[src/include/cpu_config.svh]
`ifndef CPU_CONFIG_SVH
`define CPU_CONFIG_SVH

// first fetch after reset
`define CPU_EXEC_START_ADDR 32'h4000_0000

// 32 for full RV32I, 16 for the reduced register set
`define CPU_NUM_REGS 32

// stvec after reset
`define CPU_TRAP_VECTOR_RST 32'h4000_1000

`endif
[src/logic/cpu_pkg.sv]
`default_nettype none

package cpu_pkg;

	typedef enum logic [3:0] {
		opc_lui,
		opc_auipc,
		opc_jal,
		opc_jalr,
		opc_branch,
		opc_load,
		opc_store,
		opc_op_imm,
		opc_op,
		opc_misc_mem,
		opc_system,
		opc_illegal
	} opcode_e;

	typedef enum logic [2:0] {
		st_fetch_req,
		st_fetch_wait,
		st_decode,
		st_execute,
		st_mem_wait,
		st_check_trap
	} ctrl_state_e;

	// scause codes, interrupt bit always clear
	typedef enum logic [31:0] {
		exc_insn_misaligned  = 32'd0,
		exc_insn_fault       = 32'd1,
		exc_illegal          = 32'd2,
		exc_load_misaligned  = 32'd4,
		exc_load_fault       = 32'd5,
		exc_store_misaligned = 32'd6,
		exc_store_fault      = 32'd7,
		exc_user_ecall       = 32'd8,
		exc_super_ecall      = 32'd9
	} exc_cause_e;

	typedef enum logic [2:0] {
		lw_byte   = 3'd0,
		lw_half   = 3'd1,
		lw_word   = 3'd2,
		lw_byte_u = 3'd4,
		lw_half_u = 3'd5
	} load_width_e;

	typedef enum logic [2:0] {
		csr_priv = 3'd0,
		csr_rw   = 3'd1,
		csr_rs   = 3'd2,
		csr_rc   = 3'd3,
		csr_rwi  = 3'd5,
		csr_rsi  = 3'd6,
		csr_rci  = 3'd7
	} csr_op_e;

endpackage

`default_nettype wire

[src/logic/cpu.sv]
`timescale 1ns/1ps
`default_nettype none

module cpu import cpu_pkg::*; (
	input  logic        clk,
	input  logic        rst,
	output logic [31:0] ma_addr,
	output logic [31:0] ma_data_out,
	input  logic [31:0] ma_data_in,
	output logic        ma_rd_req,
	output logic        ma_wr_req,
	output logic [3:0]  ma_data_mask,
	input  logic        ma_done,
	input  logic        ma_timeout
);
	logic        ir_load;
	opcode_e     opcode;
	logic [2:0]  funct3;
	logic        funct7_bit5;
	logic [4:0]  rd;
	logic [4:0]  rs1;
	logic [4:0]  rs2;
	logic [31:0] imm;
	logic [11:0] csr_addr;
	logic [31:0] rs1_data;
	logic [31:0] rs2_data;
	logic        rf_wr;
	logic [31:0] rf_wr_data;
	logic        alu_use_imm;
	logic [31:0] alu_result;
	logic        branch_taken;
	logic        csr_wr;
	logic [31:0] csr_wr_data;
	logic [31:0] csr_rd_data;
	logic        csr_addr_allowed;
	logic        trap_enter;
	exc_cause_e  trap_cause;
	logic [31:0] trap_pc;
	logic [31:0] trap_value;
	logic        trap_leave;
	logic [31:0] trap_vector;
	logic [31:0] return_addr;
	logic        supervisor_mode;
	ctrl_state_e state;

	cpu_control i_control (
		.clk(clk),
		.rst(rst),
		.ma_addr(ma_addr),
		.ma_data_out(ma_data_out),
		.ma_data_in(ma_data_in),
		.ma_rd_req(ma_rd_req),
		.ma_wr_req(ma_wr_req),
		.ma_data_mask(ma_data_mask),
		.ma_done(ma_done),
		.ma_timeout(ma_timeout),
		.ir_load(ir_load),
		.opcode(opcode),
		.funct3(funct3),
		.rd(rd),
		.rs1(rs1),
		.imm(imm),
		.rs1_data(rs1_data),
		.rs2_data(rs2_data),
		.alu_result(alu_result),
		.branch_taken(branch_taken),
		.alu_use_imm(alu_use_imm),
		.rf_wr(rf_wr),
		.rf_wr_data(rf_wr_data),
		.csr_wr(csr_wr),
		.csr_wr_data(csr_wr_data),
		.csr_rd_data(csr_rd_data),
		.csr_addr_allowed(csr_addr_allowed),
		.trap_enter(trap_enter),
		.trap_cause(trap_cause),
		.trap_pc(trap_pc),
		.trap_value(trap_value),
		.trap_leave(trap_leave),
		.trap_vector(trap_vector),
		.return_addr(return_addr),
		.supervisor_mode(supervisor_mode),
		.state(state)
	);

	cpu_decoder i_decoder (
		.clk(clk),
		.rst(rst),
		.load(ir_load),
		.instr(ma_data_in),
		.opcode(opcode),
		.funct3(funct3),
		.funct7_bit5(funct7_bit5),
		.rd(rd),
		.rs1(rs1),
		.rs2(rs2),
		.imm(imm),
		.csr_addr(csr_addr)
	);

	cpu_reg_file i_reg_file (
		.clk(clk),
		.rs1(rs1),
		.rs2(rs2),
		.rd(rd),
		.wr(rf_wr),
		.wr_data(rf_wr_data),
		.rs1_data(rs1_data),
		.rs2_data(rs2_data)
	);

	cpu_alu i_alu (
		.opcode(opcode),
		.funct3(funct3),
		.funct7_bit5(funct7_bit5),
		.use_imm(alu_use_imm),
		.a(rs1_data),
		.b(rs2_data),
		.imm(imm),
		.result(alu_result),
		.branch_taken(branch_taken)
	);

	cpu_csrs i_csrs (
		.clk(clk),
		.rst(rst),
		.addr(csr_addr),
		.addr_allowed(csr_addr_allowed),
		.wr(csr_wr),
		.wr_data(csr_wr_data),
		.rd_data(csr_rd_data),
		.state(state),
		.trap_enter(trap_enter),
		.cause(trap_cause),
		.trap_pc(trap_pc),
		.trap_value(trap_value),
		.trap_leave(trap_leave),
		.trap_vector(trap_vector),
		.return_addr(return_addr),
		.supervisor_mode(supervisor_mode)
	);

endmodule

`default_nettype wire

[src/logic/cpu_control.sv]
`timescale 1ns/1ps
`default_nettype none

`include "cpu_config.svh"

module cpu_control import cpu_pkg::*; (
	input  logic        clk,
	input  logic        rst,
	output logic [31:0] ma_addr,
	output logic [31:0] ma_data_out,
	input  logic [31:0] ma_data_in,
	output logic        ma_rd_req,
	output logic        ma_wr_req,
	output logic [3:0]  ma_data_mask,
	input  logic        ma_done,
	input  logic        ma_timeout,
	output logic        ir_load,
	input  opcode_e     opcode,
	input  logic [2:0]  funct3,
	input  logic [4:0]  rd,
	input  logic [4:0]  rs1,
	input  logic [31:0] imm,
	input  logic [31:0] rs1_data,
	input  logic [31:0] rs2_data,
	input  logic [31:0] alu_result,
	input  logic        branch_taken,
	output logic        alu_use_imm,
	output logic        rf_wr,
	output logic [31:0] rf_wr_data,
	output logic        csr_wr,
	output logic [31:0] csr_wr_data,
	input  logic [31:0] csr_rd_data,
	input  logic        csr_addr_allowed,
	output logic        trap_enter,
	output exc_cause_e  trap_cause,
	output logic [31:0] trap_pc,
	output logic [31:0] trap_value,
	output logic        trap_leave,
	input  logic [31:0] trap_vector,
	input  logic [31:0] return_addr,
	input  logic        supervisor_mode,
	output ctrl_state_e state
);
	logic [31:0] pc;
	logic        pc_changed;
	logic        trap_pending;
	logic        fetching;
	logic        misaligned;
	logic        csr_insn;
	logic        is_ecall;
	logic        is_sret;
	logic        take_jump;
	logic [31:0] jump_target;
	logic [31:0] csr_operand;
	logic [31:0] load_data;

	assign fetching = state == st_fetch_req || state == st_fetch_wait;
	assign ma_addr = fetching ? pc : rs1_data + imm;
	assign ma_data_out = rs2_data;

	always_comb begin
		ma_data_mask = 4'b1111;
		if (!fetching) begin
			case (funct3[1:0])
			2'b00: ma_data_mask = 4'b0001;
			2'b01: ma_data_mask = 4'b0011;
			default: ma_data_mask = 4'b1111;
			endcase
		end
	end

	assign misaligned = (ma_data_mask == 4'b0011 && ma_addr[0]) ||
		(ma_data_mask == 4'b1111 && ma_addr[1:0] != 2'b00);

	// funct3 100 is reserved in the system space
	assign csr_insn = opcode == opc_system && funct3 != csr_priv && funct3 != 3'b100;
	assign is_ecall = opcode == opc_system && funct3 == csr_priv && imm[11:0] == 12'h000;
	assign is_sret = opcode == opc_system && funct3 == csr_priv && imm[11:0] == 12'h102 &&
		supervisor_mode;

	assign take_jump = opcode == opc_jal || opcode == opc_jalr || branch_taken || is_sret;

	always_comb begin
		case (opcode)
		opc_jalr: jump_target = (rs1_data + imm) & ~32'h1;
		opc_system: jump_target = return_addr;
		default: jump_target = pc + imm;
		endcase
	end

	// immediate forms take the rs1 field as uimm
	assign csr_operand = funct3[2] ? {27'b0, rs1} : rs1_data;

	always_comb begin
		case (csr_op_e'(funct3))
		csr_rs, csr_rsi: csr_wr_data = csr_rd_data | csr_operand;
		csr_rc, csr_rci: csr_wr_data = csr_rd_data & ~csr_operand;
		default: csr_wr_data = csr_operand;
		endcase
	end

	// set and clear with x0 leave the csr alone
	assign csr_wr = state == st_execute && csr_insn && (funct3[1:0] == 2'b01 || rs1 != 5'd0);

	always_comb begin
		case (load_width_e'(funct3))
		lw_byte: load_data = {{24{ma_data_in[7]}}, ma_data_in[7:0]};
		lw_half: load_data = {{16{ma_data_in[15]}}, ma_data_in[15:0]};
		lw_byte_u: load_data = {24'b0, ma_data_in[7:0]};
		lw_half_u: load_data = {16'b0, ma_data_in[15:0]};
		default: load_data = ma_data_in;
		endcase
	end

	always_comb begin
		case (opcode)
		opc_lui: rf_wr_data = imm;
		opc_auipc: rf_wr_data = pc + imm;
		opc_jal, opc_jalr: rf_wr_data = pc + 32'd4;
		opc_system: rf_wr_data = csr_rd_data;
		opc_load: rf_wr_data = load_data;
		default: rf_wr_data = alu_result;
		endcase
	end

	always_comb begin
		rf_wr = 1'b0;
		if (state == st_execute) begin
			case (opcode)
			opc_lui, opc_auipc, opc_jal, opc_jalr, opc_op_imm, opc_op: rf_wr = 1'b1;
			opc_system: rf_wr = csr_insn && csr_addr_allowed;
			default: rf_wr = 1'b0;
			endcase
		end else if (state == st_mem_wait) begin
			rf_wr = ma_rd_req && ma_done;
		end
		if (rd == 5'd0)
			rf_wr = 1'b0;
	end

	assign alu_use_imm = opcode == opc_op_imm;
	assign ir_load = state == st_fetch_wait && ma_done;
	assign trap_enter = state == st_check_trap && trap_pending;
	assign trap_leave = state == st_execute && is_sret;

	task automatic raise_trap(input exc_cause_e cause, input logic [31:0] value);
		state <= st_check_trap;
		trap_pending <= 1'b1;
		trap_cause <= cause;
		trap_pc <= pc;
		trap_value <= value;
	endtask

	always_ff @(posedge clk or posedge rst) begin
		if (rst) begin
			state <= st_fetch_req;
			pc <= `CPU_EXEC_START_ADDR;
			pc_changed <= 1'b0;
			ma_rd_req <= 1'b0;
			ma_wr_req <= 1'b0;
			trap_pending <= 1'b0;
			trap_cause <= exc_insn_misaligned;
			trap_pc <= 32'b0;
			trap_value <= 32'b0;
		end else begin
			case (state)
			st_fetch_req: begin
				if (misaligned) begin
					raise_trap(exc_insn_misaligned, pc);
				end else begin
					ma_rd_req <= 1'b1;
					state <= st_fetch_wait;
				end
			end
			st_fetch_wait: begin
				if (ma_timeout) begin
					ma_rd_req <= 1'b0;
					raise_trap(exc_insn_fault, pc);
				end else if (ma_done) begin
					ma_rd_req <= 1'b0;
					state <= st_decode;
				end
			end
			st_decode: state <= st_execute;
			st_execute: begin
				if (take_jump) begin
					pc <= jump_target;
					pc_changed <= 1'b1;
				end
				if (opcode == opc_load && misaligned) begin
					raise_trap(exc_load_misaligned, ma_addr);
				end else if (opcode == opc_store && misaligned) begin
					raise_trap(exc_store_misaligned, ma_addr);
				end else if (opcode == opc_load) begin
					ma_rd_req <= 1'b1;
					state <= st_mem_wait;
				end else if (opcode == opc_store) begin
					ma_wr_req <= 1'b1;
					state <= st_mem_wait;
				end else if (is_ecall && supervisor_mode) begin
					raise_trap(exc_super_ecall, 32'b0);
				end else if (is_ecall) begin
					raise_trap(exc_user_ecall, 32'b0);
				end else if (opcode == opc_illegal || (csr_insn && !csr_addr_allowed) ||
					(opcode == opc_system && !csr_insn && !is_ecall && !is_sret)) begin
					raise_trap(exc_illegal, 32'b0);
				end else begin
					state <= st_check_trap;
				end
			end
			st_mem_wait: begin
				if (ma_timeout || ma_done) begin
					ma_rd_req <= 1'b0;
					ma_wr_req <= 1'b0;
				end
				if (ma_timeout && ma_rd_req)
					raise_trap(exc_load_fault, ma_addr);
				else if (ma_timeout)
					raise_trap(exc_store_fault, ma_addr);
				else if (ma_done)
					state <= st_check_trap;
			end
			st_check_trap: begin
				if (trap_pending)
					pc <= trap_vector;
				else if (!pc_changed)
					pc <= pc + 32'd4;
				trap_pending <= 1'b0;
				pc_changed <= 1'b0;
				state <= st_fetch_req;
			end
			default: state <= st_fetch_req;
			endcase
		end
	end

	assert property (@(posedge clk) disable iff (rst) !(ma_rd_req && ma_wr_req));

	// address held until the memory answers
	assert property (@(posedge clk) disable iff (rst)
		(ma_rd_req || ma_wr_req) && !ma_done && !ma_timeout |=> $stable(ma_addr));

endmodule

`default_nettype wire

[src/logic/cpu_csrs.sv]
`timescale 1ns/1ps
`default_nettype none

`include "cpu_config.svh"

module cpu_csrs import cpu_pkg::*; (
	input  logic        clk,
	input  logic        rst,
	input  logic [11:0] addr,
	output logic        addr_allowed,
	input  logic        wr,
	input  logic [31:0] wr_data,
	output logic [31:0] rd_data,
	input  ctrl_state_e state,
	input  logic        trap_enter,
	input  exc_cause_e  cause,
	input  logic [31:0] trap_pc,
	input  logic [31:0] trap_value,
	input  logic        trap_leave,
	output logic [31:0] trap_vector,
	output logic [31:0] return_addr,
	output logic        supervisor_mode
);
	localparam logic [11:0] addr_sstatus  = 12'h100;
	localparam logic [11:0] addr_stvec    = 12'h105;
	localparam logic [11:0] addr_sscratch = 12'h140;
	localparam logic [11:0] addr_sepc     = 12'h141;
	localparam logic [11:0] addr_scause   = 12'h142;
	localparam logic [11:0] addr_stval    = 12'h143;
	localparam logic [11:0] addr_cycle    = 12'hc00;
	localparam logic [11:0] addr_instret  = 12'hc02;

	logic        spp;
	logic [31:0] stvec;
	logic [31:0] sscratch;
	logic [31:0] sepc;
	logic [31:0] scause;
	logic [31:0] stval;
	logic [31:0] cycle;
	logic [31:0] instret;
	logic        known;
	logic        wr_ok;

	always_comb begin
		known = 1'b1;
		rd_data = 32'b0;
		case (addr)
		addr_sstatus: rd_data = {23'b0, spp, 8'b0};
		addr_stvec: rd_data = stvec;
		addr_sscratch: rd_data = sscratch;
		addr_sepc: rd_data = sepc;
		addr_scause: rd_data = scause;
		addr_stval: rd_data = stval;
		addr_cycle: rd_data = cycle;
		addr_instret: rd_data = instret;
		default: known = 1'b0;
		endcase
	end

	// top two address bits set means read only
	assign addr_allowed = known && !(addr[11:10] == 2'b11 && wr);
	assign wr_ok = wr && addr_allowed;

	assign trap_vector = stvec;
	assign return_addr = sepc;

	always_ff @(posedge clk or posedge rst) begin
		if (rst) begin
			supervisor_mode <= 1'b1;
			spp <= 1'b0;
			stvec <= `CPU_TRAP_VECTOR_RST;
			cycle <= 32'b0;
			instret <= 32'b0;
		end else begin
			cycle <= cycle + 32'd1;
			if (state == st_check_trap && !trap_enter)
				instret <= instret + 32'd1;
			if (trap_enter) begin
				spp <= supervisor_mode;
				supervisor_mode <= 1'b1;
			end else if (trap_leave) begin
				supervisor_mode <= spp;
				spp <= 1'b0;
			end else if (wr_ok && addr == addr_sstatus) begin
				spp <= wr_data[8];
			end
			// direct mode only
			if (wr_ok && addr == addr_stvec)
				stvec <= {wr_data[31:2], 2'b00};
		end
	end

	always_ff @(posedge clk) begin
		if (trap_enter) begin
			sepc <= trap_pc;
			scause <= cause;
			stval <= trap_value;
		end else if (wr_ok) begin
			case (addr)
			addr_sscratch: sscratch <= wr_data;
			addr_sepc: sepc <= {wr_data[31:2], 2'b00};
			addr_scause: scause <= wr_data;
			addr_stval: stval <= wr_data;
			default: ;
			endcase
		end
	end

	// entry is only in check_trap and return only in execute
	assert property (@(posedge clk) disable iff (rst) !(trap_enter && trap_leave));

endmodule

`default_nettype wire

[src/logic/cpu_alu.sv]
`timescale 1ns/1ps
`default_nettype none

module cpu_alu import cpu_pkg::*; (
	input  opcode_e     opcode,
	input  logic [2:0]  funct3,
	input  logic        funct7_bit5,
	input  logic        use_imm,
	input  logic [31:0] a,
	input  logic [31:0] b,
	input  logic [31:0] imm,
	output logic [31:0] result,
	output logic        branch_taken
);
	logic [31:0] operand;
	logic [4:0]  shamt;
	logic [31:0] sra_result;
	logic        cond;

	assign operand = use_imm ? imm : b;
	assign shamt = operand[4:0];
	assign sra_result = $signed(a) >>> shamt;

	always_comb begin
		case (funct3)
		// sub only exists in the register form
		3'b000: result = (opcode == opc_op && funct7_bit5) ? a - operand : a + operand;
		3'b001: result = a << shamt;
		3'b010: result = {31'b0, $signed(a) < $signed(operand)};
		3'b011: result = {31'b0, a < operand};
		3'b100: result = a ^ operand;
		3'b101: result = funct7_bit5 ? sra_result : a >> shamt;
		3'b110: result = a | operand;
		default: result = a & operand;
		endcase
	end

	// branch compare always on the two registers
	always_comb begin
		case (funct3)
		3'b000: cond = a == b;
		3'b001: cond = a != b;
		3'b100: cond = $signed(a) < $signed(b);
		3'b101: cond = $signed(a) >= $signed(b);
		3'b110: cond = a < b;
		3'b111: cond = a >= b;
		default: cond = 1'b0;
		endcase
	end

	assign branch_taken = opcode == opc_branch && cond;

endmodule

`default_nettype wire

[src/logic/cpu_reg_file.sv]
`timescale 1ns/1ps
`default_nettype none

`include "cpu_config.svh"

module cpu_reg_file (
	input  logic        clk,
	input  logic [4:0]  rs1,
	input  logic [4:0]  rs2,
	input  logic [4:0]  rd,
	input  logic        wr,
	input  logic [31:0] wr_data,
	output logic [31:0] rs1_data,
	output logic [31:0] rs2_data
);
	logic [31:0] regs [`CPU_NUM_REGS];

	// x0 and indices past the top are never stored
	always_ff @(posedge clk) begin
		if (wr && rd != 5'd0 && rd < `CPU_NUM_REGS)
			regs[rd] <= wr_data;
	end

	assign rs1_data = (rs1 != 5'd0 && rs1 < `CPU_NUM_REGS) ? regs[rs1] : 32'b0;
	assign rs2_data = (rs2 != 5'd0 && rs2 < `CPU_NUM_REGS) ? regs[rs2] : 32'b0;

endmodule

`default_nettype wire

[src/logic/cpu_decoder.sv]
`timescale 1ns/1ps
`default_nettype none

module cpu_decoder import cpu_pkg::*; (
	input  logic        clk,
	input  logic        rst,
	input  logic        load,
	input  logic [31:0] instr,
	output opcode_e     opcode,
	output logic [2:0]  funct3,
	output logic        funct7_bit5,
	output logic [4:0]  rd,
	output logic [4:0]  rs1,
	output logic [4:0]  rs2,
	output logic [31:0] imm,
	output logic [11:0] csr_addr
);
	logic [31:0] ir;

	always_ff @(posedge clk or posedge rst) begin
		if (rst)
			ir <= 32'b0;
		else if (load)
			ir <= instr;
	end

	assign funct3 = ir[14:12];
	assign funct7_bit5 = ir[30];
	assign rd = ir[11:7];
	assign rs1 = ir[19:15];
	assign rs2 = ir[24:20];
	assign csr_addr = ir[31:20];

	always_comb begin
		case (ir[6:0])
		7'b0110111: opcode = opc_lui;
		7'b0010111: opcode = opc_auipc;
		7'b1101111: opcode = opc_jal;
		7'b1100111: opcode = opc_jalr;
		7'b1100011: opcode = opc_branch;
		7'b0000011: opcode = opc_load;
		7'b0100011: opcode = opc_store;
		7'b0010011: opcode = opc_op_imm;
		7'b0110011: opcode = opc_op;
		7'b0001111: opcode = opc_misc_mem;
		7'b1110011: opcode = opc_system;
		default: opcode = opc_illegal;
		endcase
	end

	// I format unless the class says otherwise
	always_comb begin
		case (opcode)
		opc_store: imm = {{20{ir[31]}}, ir[31:25], ir[11:7]};
		opc_branch: imm = {{19{ir[31]}}, ir[31], ir[7], ir[30:25], ir[11:8], 1'b0};
		opc_lui, opc_auipc: imm = {ir[31:12], 12'b0};
		opc_jal: imm = {{11{ir[31]}}, ir[31], ir[19:12], ir[20], ir[30:21], 1'b0};
		default: imm = {{20{ir[31]}}, ir[31:20]};
		endcase
	end

endmodule

`default_nettype wire

[config.mk]
export PLATFORM = sky130hd
export DESIGN_NAME = cpu
export DESIGN_NICKNAME = d
export VERILOG_FILES = /design/src/logic/cpu_pkg.sv /design/src/logic/cpu.sv /design/src/logic/cpu_control.sv /design/src/logic/cpu_csrs.sv /design/src/logic/cpu_alu.sv /design/src/logic/cpu_reg_file.sv /design/src/logic/cpu_decoder.sv
export VERILOG_INCLUDE_DIRS = /design/src /design/src/include
export SDC_FILE = /design/constraint.sdc
export NUM_CORES = 2
export LEC_CHECK = 0
export BUFFER_PORTS_ARGS = -buffer_cell sky130_fd_sc_hd__buf_2
export CORE_AREA = 3 3 370 372
export DETAILED_ROUTE_END_ITERATION = 6
export DIE_AREA = 0 0 373 375
export PLACE_DENSITY = 0.72
export SYNTH_ARGS = -nofsm -noshare
export SYNTH_HDL_FRONTEND = slang
export SYNTH_SLANG_ARGS = --single-unit
[constraint.sdc]
create_clock -name clk -period 18.35 [get_ports clk]
set_input_delay 0 -clock clk [delete_from_list [all_inputs] [get_ports clk]]
set_output_delay 0 -clock clk [all_outputs]
set_load 0.02 [all_outputs]
Word level (Yosys, flattened, before mapping)
Memories as Yosys holds them, arrays and structs flattened. Cells that the tools add are included.

Shift operators: 3. Muxes and demuxes: 114. Bitwise operators: 7. Reduce and logical (&&, ||, !) cells: 86. Order comparisons: 6. Add/subtract/negate cells: 7. Equality and inequality tests: 66.

Operators with widths (number): 32-bit two-way mux (50); 32-bit one-hot mux with 4 select lines (4); 32-bit one-hot mux with 8 select lines (1); 32-bit one-hot mux with 7 select lines (1); 32-bit one-hot mux with 2 select lines (3); 32-bit one-hot mux with 5 select lines (1); 32-bit < comparator (4); 31-bit one-hot mux with 4 select lines (1); 32-bit adder (3); 12-bit by 9-bit equality test with 1-bit output (second input constant) (7); 32-bit by 1-bit adder with 32-bit output (second input constant) (2); 32-bit AND (2); 32-bit greater-or-equal comparator (2); 32-bit OR (2); 4-bit one-hot mux with 11 select lines (1); 1-bit two-way mux (34); 32-bit by 3-bit adder with 32-bit output (second input constant) (1); 32-bit equality test (1); 1-bit logical AND (32); 32-bit inequality test (1); 32-bit inverter (1); 32-bit by 5-bit << shifter with 32-bit output (1); 32-bit by 5-bit >> shifter with 32-bit output (1); 32-bit by 5-bit >>> shifter with 32-bit output (1); 50 further kinds (132).

Memories: 1. Bits in registers: 391. Output and inout bits: 70. Input port bits: 36. Word-level logic and storage cells: 309. Memory bits (writable): 1024.

Memory list: i_reg_file.regs (words 32, bits a word 32, rd ports 2, clocked after Yosys merged registers in 0, wr ports 1, line cpu_reg_file.sv:16) `` logic [31:0] regs [`CPU_NUM_REGS]; ``.

Logic depth before layout (Yosys ltp)
Depth in word-level cells: 22. Depth in mapped cells: 28.

Hierarchy
A second synthesis with hierarchy kept.

Cell total of the unflattened synthesis: 6828. Area, all modules: 82461.6 um^2.

Modules (own cells, without submodules): cpu_reg_file (times used 1, area an instance 46998.8 um^2, sequential area each 30749.5 um^2, cells an instance 2400); cpu_control (times used 1, area an instance 12443.2 um^2, sequential area each 2678.8 um^2, cells an instance 1707); cpu_csrs (times used 1, area an instance 10651.5 um^2, sequential area each 6249.7 um^2, cells an instance 924); cpu_alu (times used 1, area an instance 10372.4 um^2, sequential area each 0.0 um^2, cells an instance 1619); cpu_decoder (times used 1, area an instance 1995.7 um^2, sequential area each 800.8 um^2, cells an instance 178).

Least setup slack after synthesis
Ideal clock, no wire load.

Path kind: reg2reg. Start: register i_decoder.ir[20]. End: memory i_reg_file.regs[0][26], data pin. Arrival time: 6.648 ns. Setup slack: 11.248 ns. Cell stages (with the launch flop): 25. Required time: 17.896 ns. Cells stage by stage: dfrtp_1 > buf_2 > buf_2 > clkbuf_1 > buf_1 > buf_2 > mux4_2 > nand2_1 > nand2_1 > a21oi_1 > o22a_1 > inv_1 > o21ai_0 > ha_1 > nand2b_1 > a21oi_1 > nor2_1 > or4bb_1 > o21ai_0 > o2111ai_1 > a31o_2 > a21oi_1 > xnor2_1 > a211oi_1 > o21ai_0.

Word-level cells in the longest chain between the ends: 7. Elaborated cells on any way between the ends: 27.

Ends and longest elaborated chain: start, declared (line cpu_decoder.sv:18) `logic [31:0] ir;`; start signal, assigned (line cpu_decoder.sv:24) `ir <= instr;`; memory read 32 x 32 bit / 5-bit nonzero test (equally long branches); 32-bit two-way mux * (line cpu_reg_file.sv:25) `` assign rs2_data = (rs2 != 5'd0 && rs2 < `CPU_NUM_REGS) ? regs[rs2] : 32'b0; ``; via ma_data_out[16] (line cpu.sv:8) `output logic [31:0] ma_data_out,`; 32-bit two-way mux * (line cpu_alu.sv:20) `assign operand = use_imm ? imm : b;`; 32-bit adder / 32-bit subtractor (equally long branches) (line cpu_alu.sv:27) `3'b000: result = (opcode == opc_op && funct7_bit5) ? a - operand : a + operand;`; 32-bit two-way mux * (line cpu_alu.sv:27); 32-bit one-hot mux with 7 select lines * (line cpu_alu.sv:25) `case (funct3)`; 32-bit one-hot mux with 5 select lines * (line cpu_control.sv:116) `case (opcode)`; via i_control.rf_wr_data[26] (line cpu_control.sv:29) `output logic [31:0] rf_wr_data,`; end, declared (line cpu_reg_file.sv:16).

The timed path passes the listed nets; every way through them passes the cells marked *.

Worst setup path in the final report
Start: register i_decoder.ir[21]. End: memory i_reg_file.regs[0][29], data pin.

Word-level cells in the longest chain between the ends: 7. Elaborated cells on any way between the ends: 27.

Ends and longest elaborated chain (line): memory read 32 x 32 bit / 5-bit nonzero test (equally long branches); 32-bit two-way mux (cpu_reg_file.sv:25); 32-bit two-way mux (cpu_alu.sv:20); 32-bit adder, or another cell as far along (cpu_alu.sv:27); 32-bit two-way mux, on equally long branches (cpu_alu.sv:27, cpu_alu.sv:32); 32-bit one-hot mux with 7 select lines (cpu_alu.sv:25); 32-bit one-hot mux with 5 select lines * (cpu_control.sv:116); via i_control.rf_wr_data[29] (cpu_control.sv:29).

Marked as above.

==> metrics.md <==
| Metric | Value |
|---|---|
| Die Ht | 375 um |
| IO Count | 106 |
| Synth top area share | between 40% and 50% |
| Synth area leader | edfxtp_1 |
| Clock buffer depth | 3 |
| Reg2Reg Setup Slack | 8.96 ns |
| Vias post-DR | approximately 66000 |
| Sink Count | 1387 |
| GR Util All Layers | 48.0% |
| Worst setup startpoint | i_decoder.ir[21] |
| Mean Syn Cell Area | between 10 and 15 sq um |
| Worst relative slew slack | about 4% |
| Status | finished, violations left |
| Final Setup Violations | 0 |
| Number of global-route vias before repair | 63400 |
| CTS tree | done |
| Post-Route Utilization | between 60% and 70% |
| Failing checks | DRC |
| Die Width | ~370 um |
| Final nets | 6954 |
| Non-Filler Instances | 8615 |
| Synth async-reset ratio | 16.9% |
| DRC violations left | 46 |
| GRT Residual Overflow | 0 |
| DIE AREA | 0.140 sq mm |
| FILL cells | 9588 |
| Final hold violation count | 0 |
| Slew @ Worst Pin | 1.44 ns |
| Leading register cell type out of synthesis | edfxtp_1 |
| Drt total wl | 341000 um |
| 1st-pass router iterations | 7 |
| # port buffers | around 100 |
| Worst-Skew Late Latency | 0.81 ns |
| EDFF count, synth | 1152 |
| Post-Syn Instances | 6675 |
| Register area share after synthesis | 50.4% |
| CP most frequent cell | buf_4 |
| ANT nets after route | 0 |
| RSZ-0062 raised after global routing | false |
| Root Buffer | clkbuf_16 |
| Reg2reg start | i_decoder.ir[21] |
| WS Path Type | flip-flop to flip-flop |
| Wirelength per Cell | 39.6 um |
| Final setup TNS | 0 ns |
| Placed insts | 8305 |
| Largest net degree at the start of global routing | 125 |
| Initial antenna violation count | 30 |
| Core area | 0.134 sq mm |
| Slew Viols, Final | 0 |
| TritonCTS buffer count | 143 |
| Critical path launch point type | flip-flop |
| Crit path max fanout | 50 |
| Initial core utilization | about three fifths |
| F_max | about 110 MHz |
| Initial DRC count | 12000 |
| Worst setup EP type | flip-flop |
| Area delta synth->final | 10.1% |
| Cell Chain, Critical Path | buf_4, buf_4, mux2_1, mux4_2, a32o_1, o41ai_4, buf_4, ha_1, o21ai_0, a21oi_1, o21ai_0, a21o_1, o211ai_1, a41oi_1, o41ai_1, a211oi_1, xnor2_1, a211oi_1, o21ai_2 |
| Synth cell types | 96 |
| Synth Register Bits | 1387 |
| Slowest cell on crit path | o21ai_2 |
| First-pass GRT wire length | between 400000 and 500000 um |
| Final period util | between 50% and 60% |
| Mapped Area | between 0.08 and 0.09 sq mm |
| Max-cap viol count | 0 |
| Vias per cell | 7.68 |
| Worst Skew | ~0.036 ns |
| Hpwl dp | 226000 um |
| Worst EP required | 18.77 ns |
| Clock transition at path regs | around 0.06 ns |
| Gpl congestion | 1.08 |
| Hold Startpoint | ma_data_in[25] |
| Ranking of synthesized cells by area | edfxtp_1 (43%), mux4_2 (12%), dfrtp_1 (7.2%) |
| Post-CTS setup buffer count | 0 |
| Hold WC Path Type | input port to flip-flop |
| H-tree level count | 4 |
| Worst Path Arrival | ~9.8 ns |
| Final Critical Period | around 9.4 ns |
| Synth warn | 0 |
| Ratio of cells with drive above 1 in the final layout | between 10% and 20% |
| Slowest stage delay, CP | between 0.9 and 1 ns |
| FP Rows | 134 |
[cells by family (layout without fill, tap and decap cells)]
kind of cell / count (synthesis) / in the layout / synth area share (%)
xor gates and xnor gates: 166 / 166 / 1.81
muxes: 848 / 848 / 17.4
buffers and inverters: 706 / 834 / 3.70
other: 2 / 46 / 0.00935
and+or+nand+nor: 1627 / 1627 / 8.94
DFF: 1387 / 1387 / 50.4
adders and majority gates: 199 / 199 / 3.14
AOI/OAI and AO/OA: 1740 / 1740 / 14.6
[final timing paths]
path / end / cells after the start
max in group asynchronous: i_decoder.ir[17] / 6
hold / removal: i_decoder.ir[25] / 3
setup reg to reg: i_reg_file.regs[0][29] / 19
min in group asynchronous: i_control.trap_value[25] / 4
setup / recovery: i_reg_file.regs[0][29] / 19
hold reg to reg: i_csrs.cycle[31] / 1
[critical path, delay by kind of cell, from the launching register on]
| kind | cells | cell delay (ns) |
|---|---|---|
| buffers and inverters | 3 | 1.99 |
| XOR/XNOR | 1 | 0.20 |
| adder cells (fa/ha/maj) | 1 | 0.40 |
| multiplexers | 2 | 0.86 |
| AO/OA/AOI/OAI | 12 | 4.60 |
| flip-flops | 1 | 0.74 |
[registers in the layout, indices dropped and copies added (netlist names), 32 cells and up]
name and cells:
i_decoder.ir 32, i_csrs.cycle 32, i_control.trap_pc 32, i_reg_file.regs 1024, i_csrs.sscratch 32, i_csrs.return_addr 32, i_control.pc 32, i_csrs.scause 32
i_csrs.stval 32, i_control.trap_value 32, i_csrs.instret 32
[cell type report]
class | count | area, sq um | share of cell area [%]
Antenna cell | 13 | 32.5 | 0.0368
Clock buffer | 193 | 3960 | 4.48
Clock inverter | 67 | 778 | 0.881
Inverter | 209 | 795 | 0.899
Multi-Input combinational cell | 4613 | 37500 | 42.4
Sequential cell | 1387 | 40500 | 45.8
Tap cell | 1768 | 2210 | 2.50
Timing Repair Buffer | 365 | 2620 | 2.97
[cell usage after synthesis, drive strengths merged, types with 20 or more instances]
library cell / n
nand2b: 36
a21oi: 422
and3: 36
nor3: 69
a31oi: 60
nand2: 766
nor4: 20
mux4: 425
o211ai: 36
o21a: 21
edfxtp: 1152
mux2: 120
o21ai: 330
clkbuf: 315
a22oi: 136
buf: 182
o22ai: 50
xor2: 49
inv: 206
a221oi: 72
a222oi: 33
nand4: 64
nand3: 98
xnor2: 117
a211o: 28
o22a: 42
a22o: 30
ha: 195
o221ai: 40
a221o: 26
and2: 32
mux2i: 303
dfrtp: 231
a211oi: 67
o31ai: 33
a21o: 153
o21bai: 23
nor2: 407
[routing by layer]
| metal | vias up | global-route usage (%) | wire [um] |
|---|---|---|---|
| li1 | 26000 | - | - |
| met1 | 32400 | 62.5 | 116000 |
| met4 | 10 | 30.7 | 27900 |
| met2 | 6242 | 68.4 | 142000 |
| met3 | 1474 | 17.5 | 55100 |
| met5 | - | 0 | 66 |
[placed cells by master, fill, tap and decap left out, drive strengths merged, types with 64 or more instances in the layout]
cell,count
ha,195
mux2i,303
a22oi,136
mux2,120
xnor2,117
mux4,425
a21oi,422
edfxtp,1152
nand3,98
nor3,69
nor2,407
dfrtp,231
nand4,64
a221oi,72
a211oi,67
o21ai,330
clkbuf,193
buf,328
a21o,153
inv,219
nand2,766
[through the flow]
stage          hold slack [ns]  instance area, sq um  worst slack [ns]
2_1_floorplan            0.117                 80400             11.25
3_3_place_gp             0.270                 83200              9.30
3_5_place_dp             0.276                 83200              9.18
4_1_cts                0.00562                 88300              9.12
5_1_grt                 0.0450                 88400              8.68
6_report                0.0372                 88400              8.96
[timing repair]
item / in CTS / in global routing
hold buffers: 37 / 0
gates resized for setup: 0 / 0
endpoints found under the hold margin: 162 / 0
Power is not shown: default switching activity piles up to over one toggle a cycle in this logic, so the estimate is an artifact.
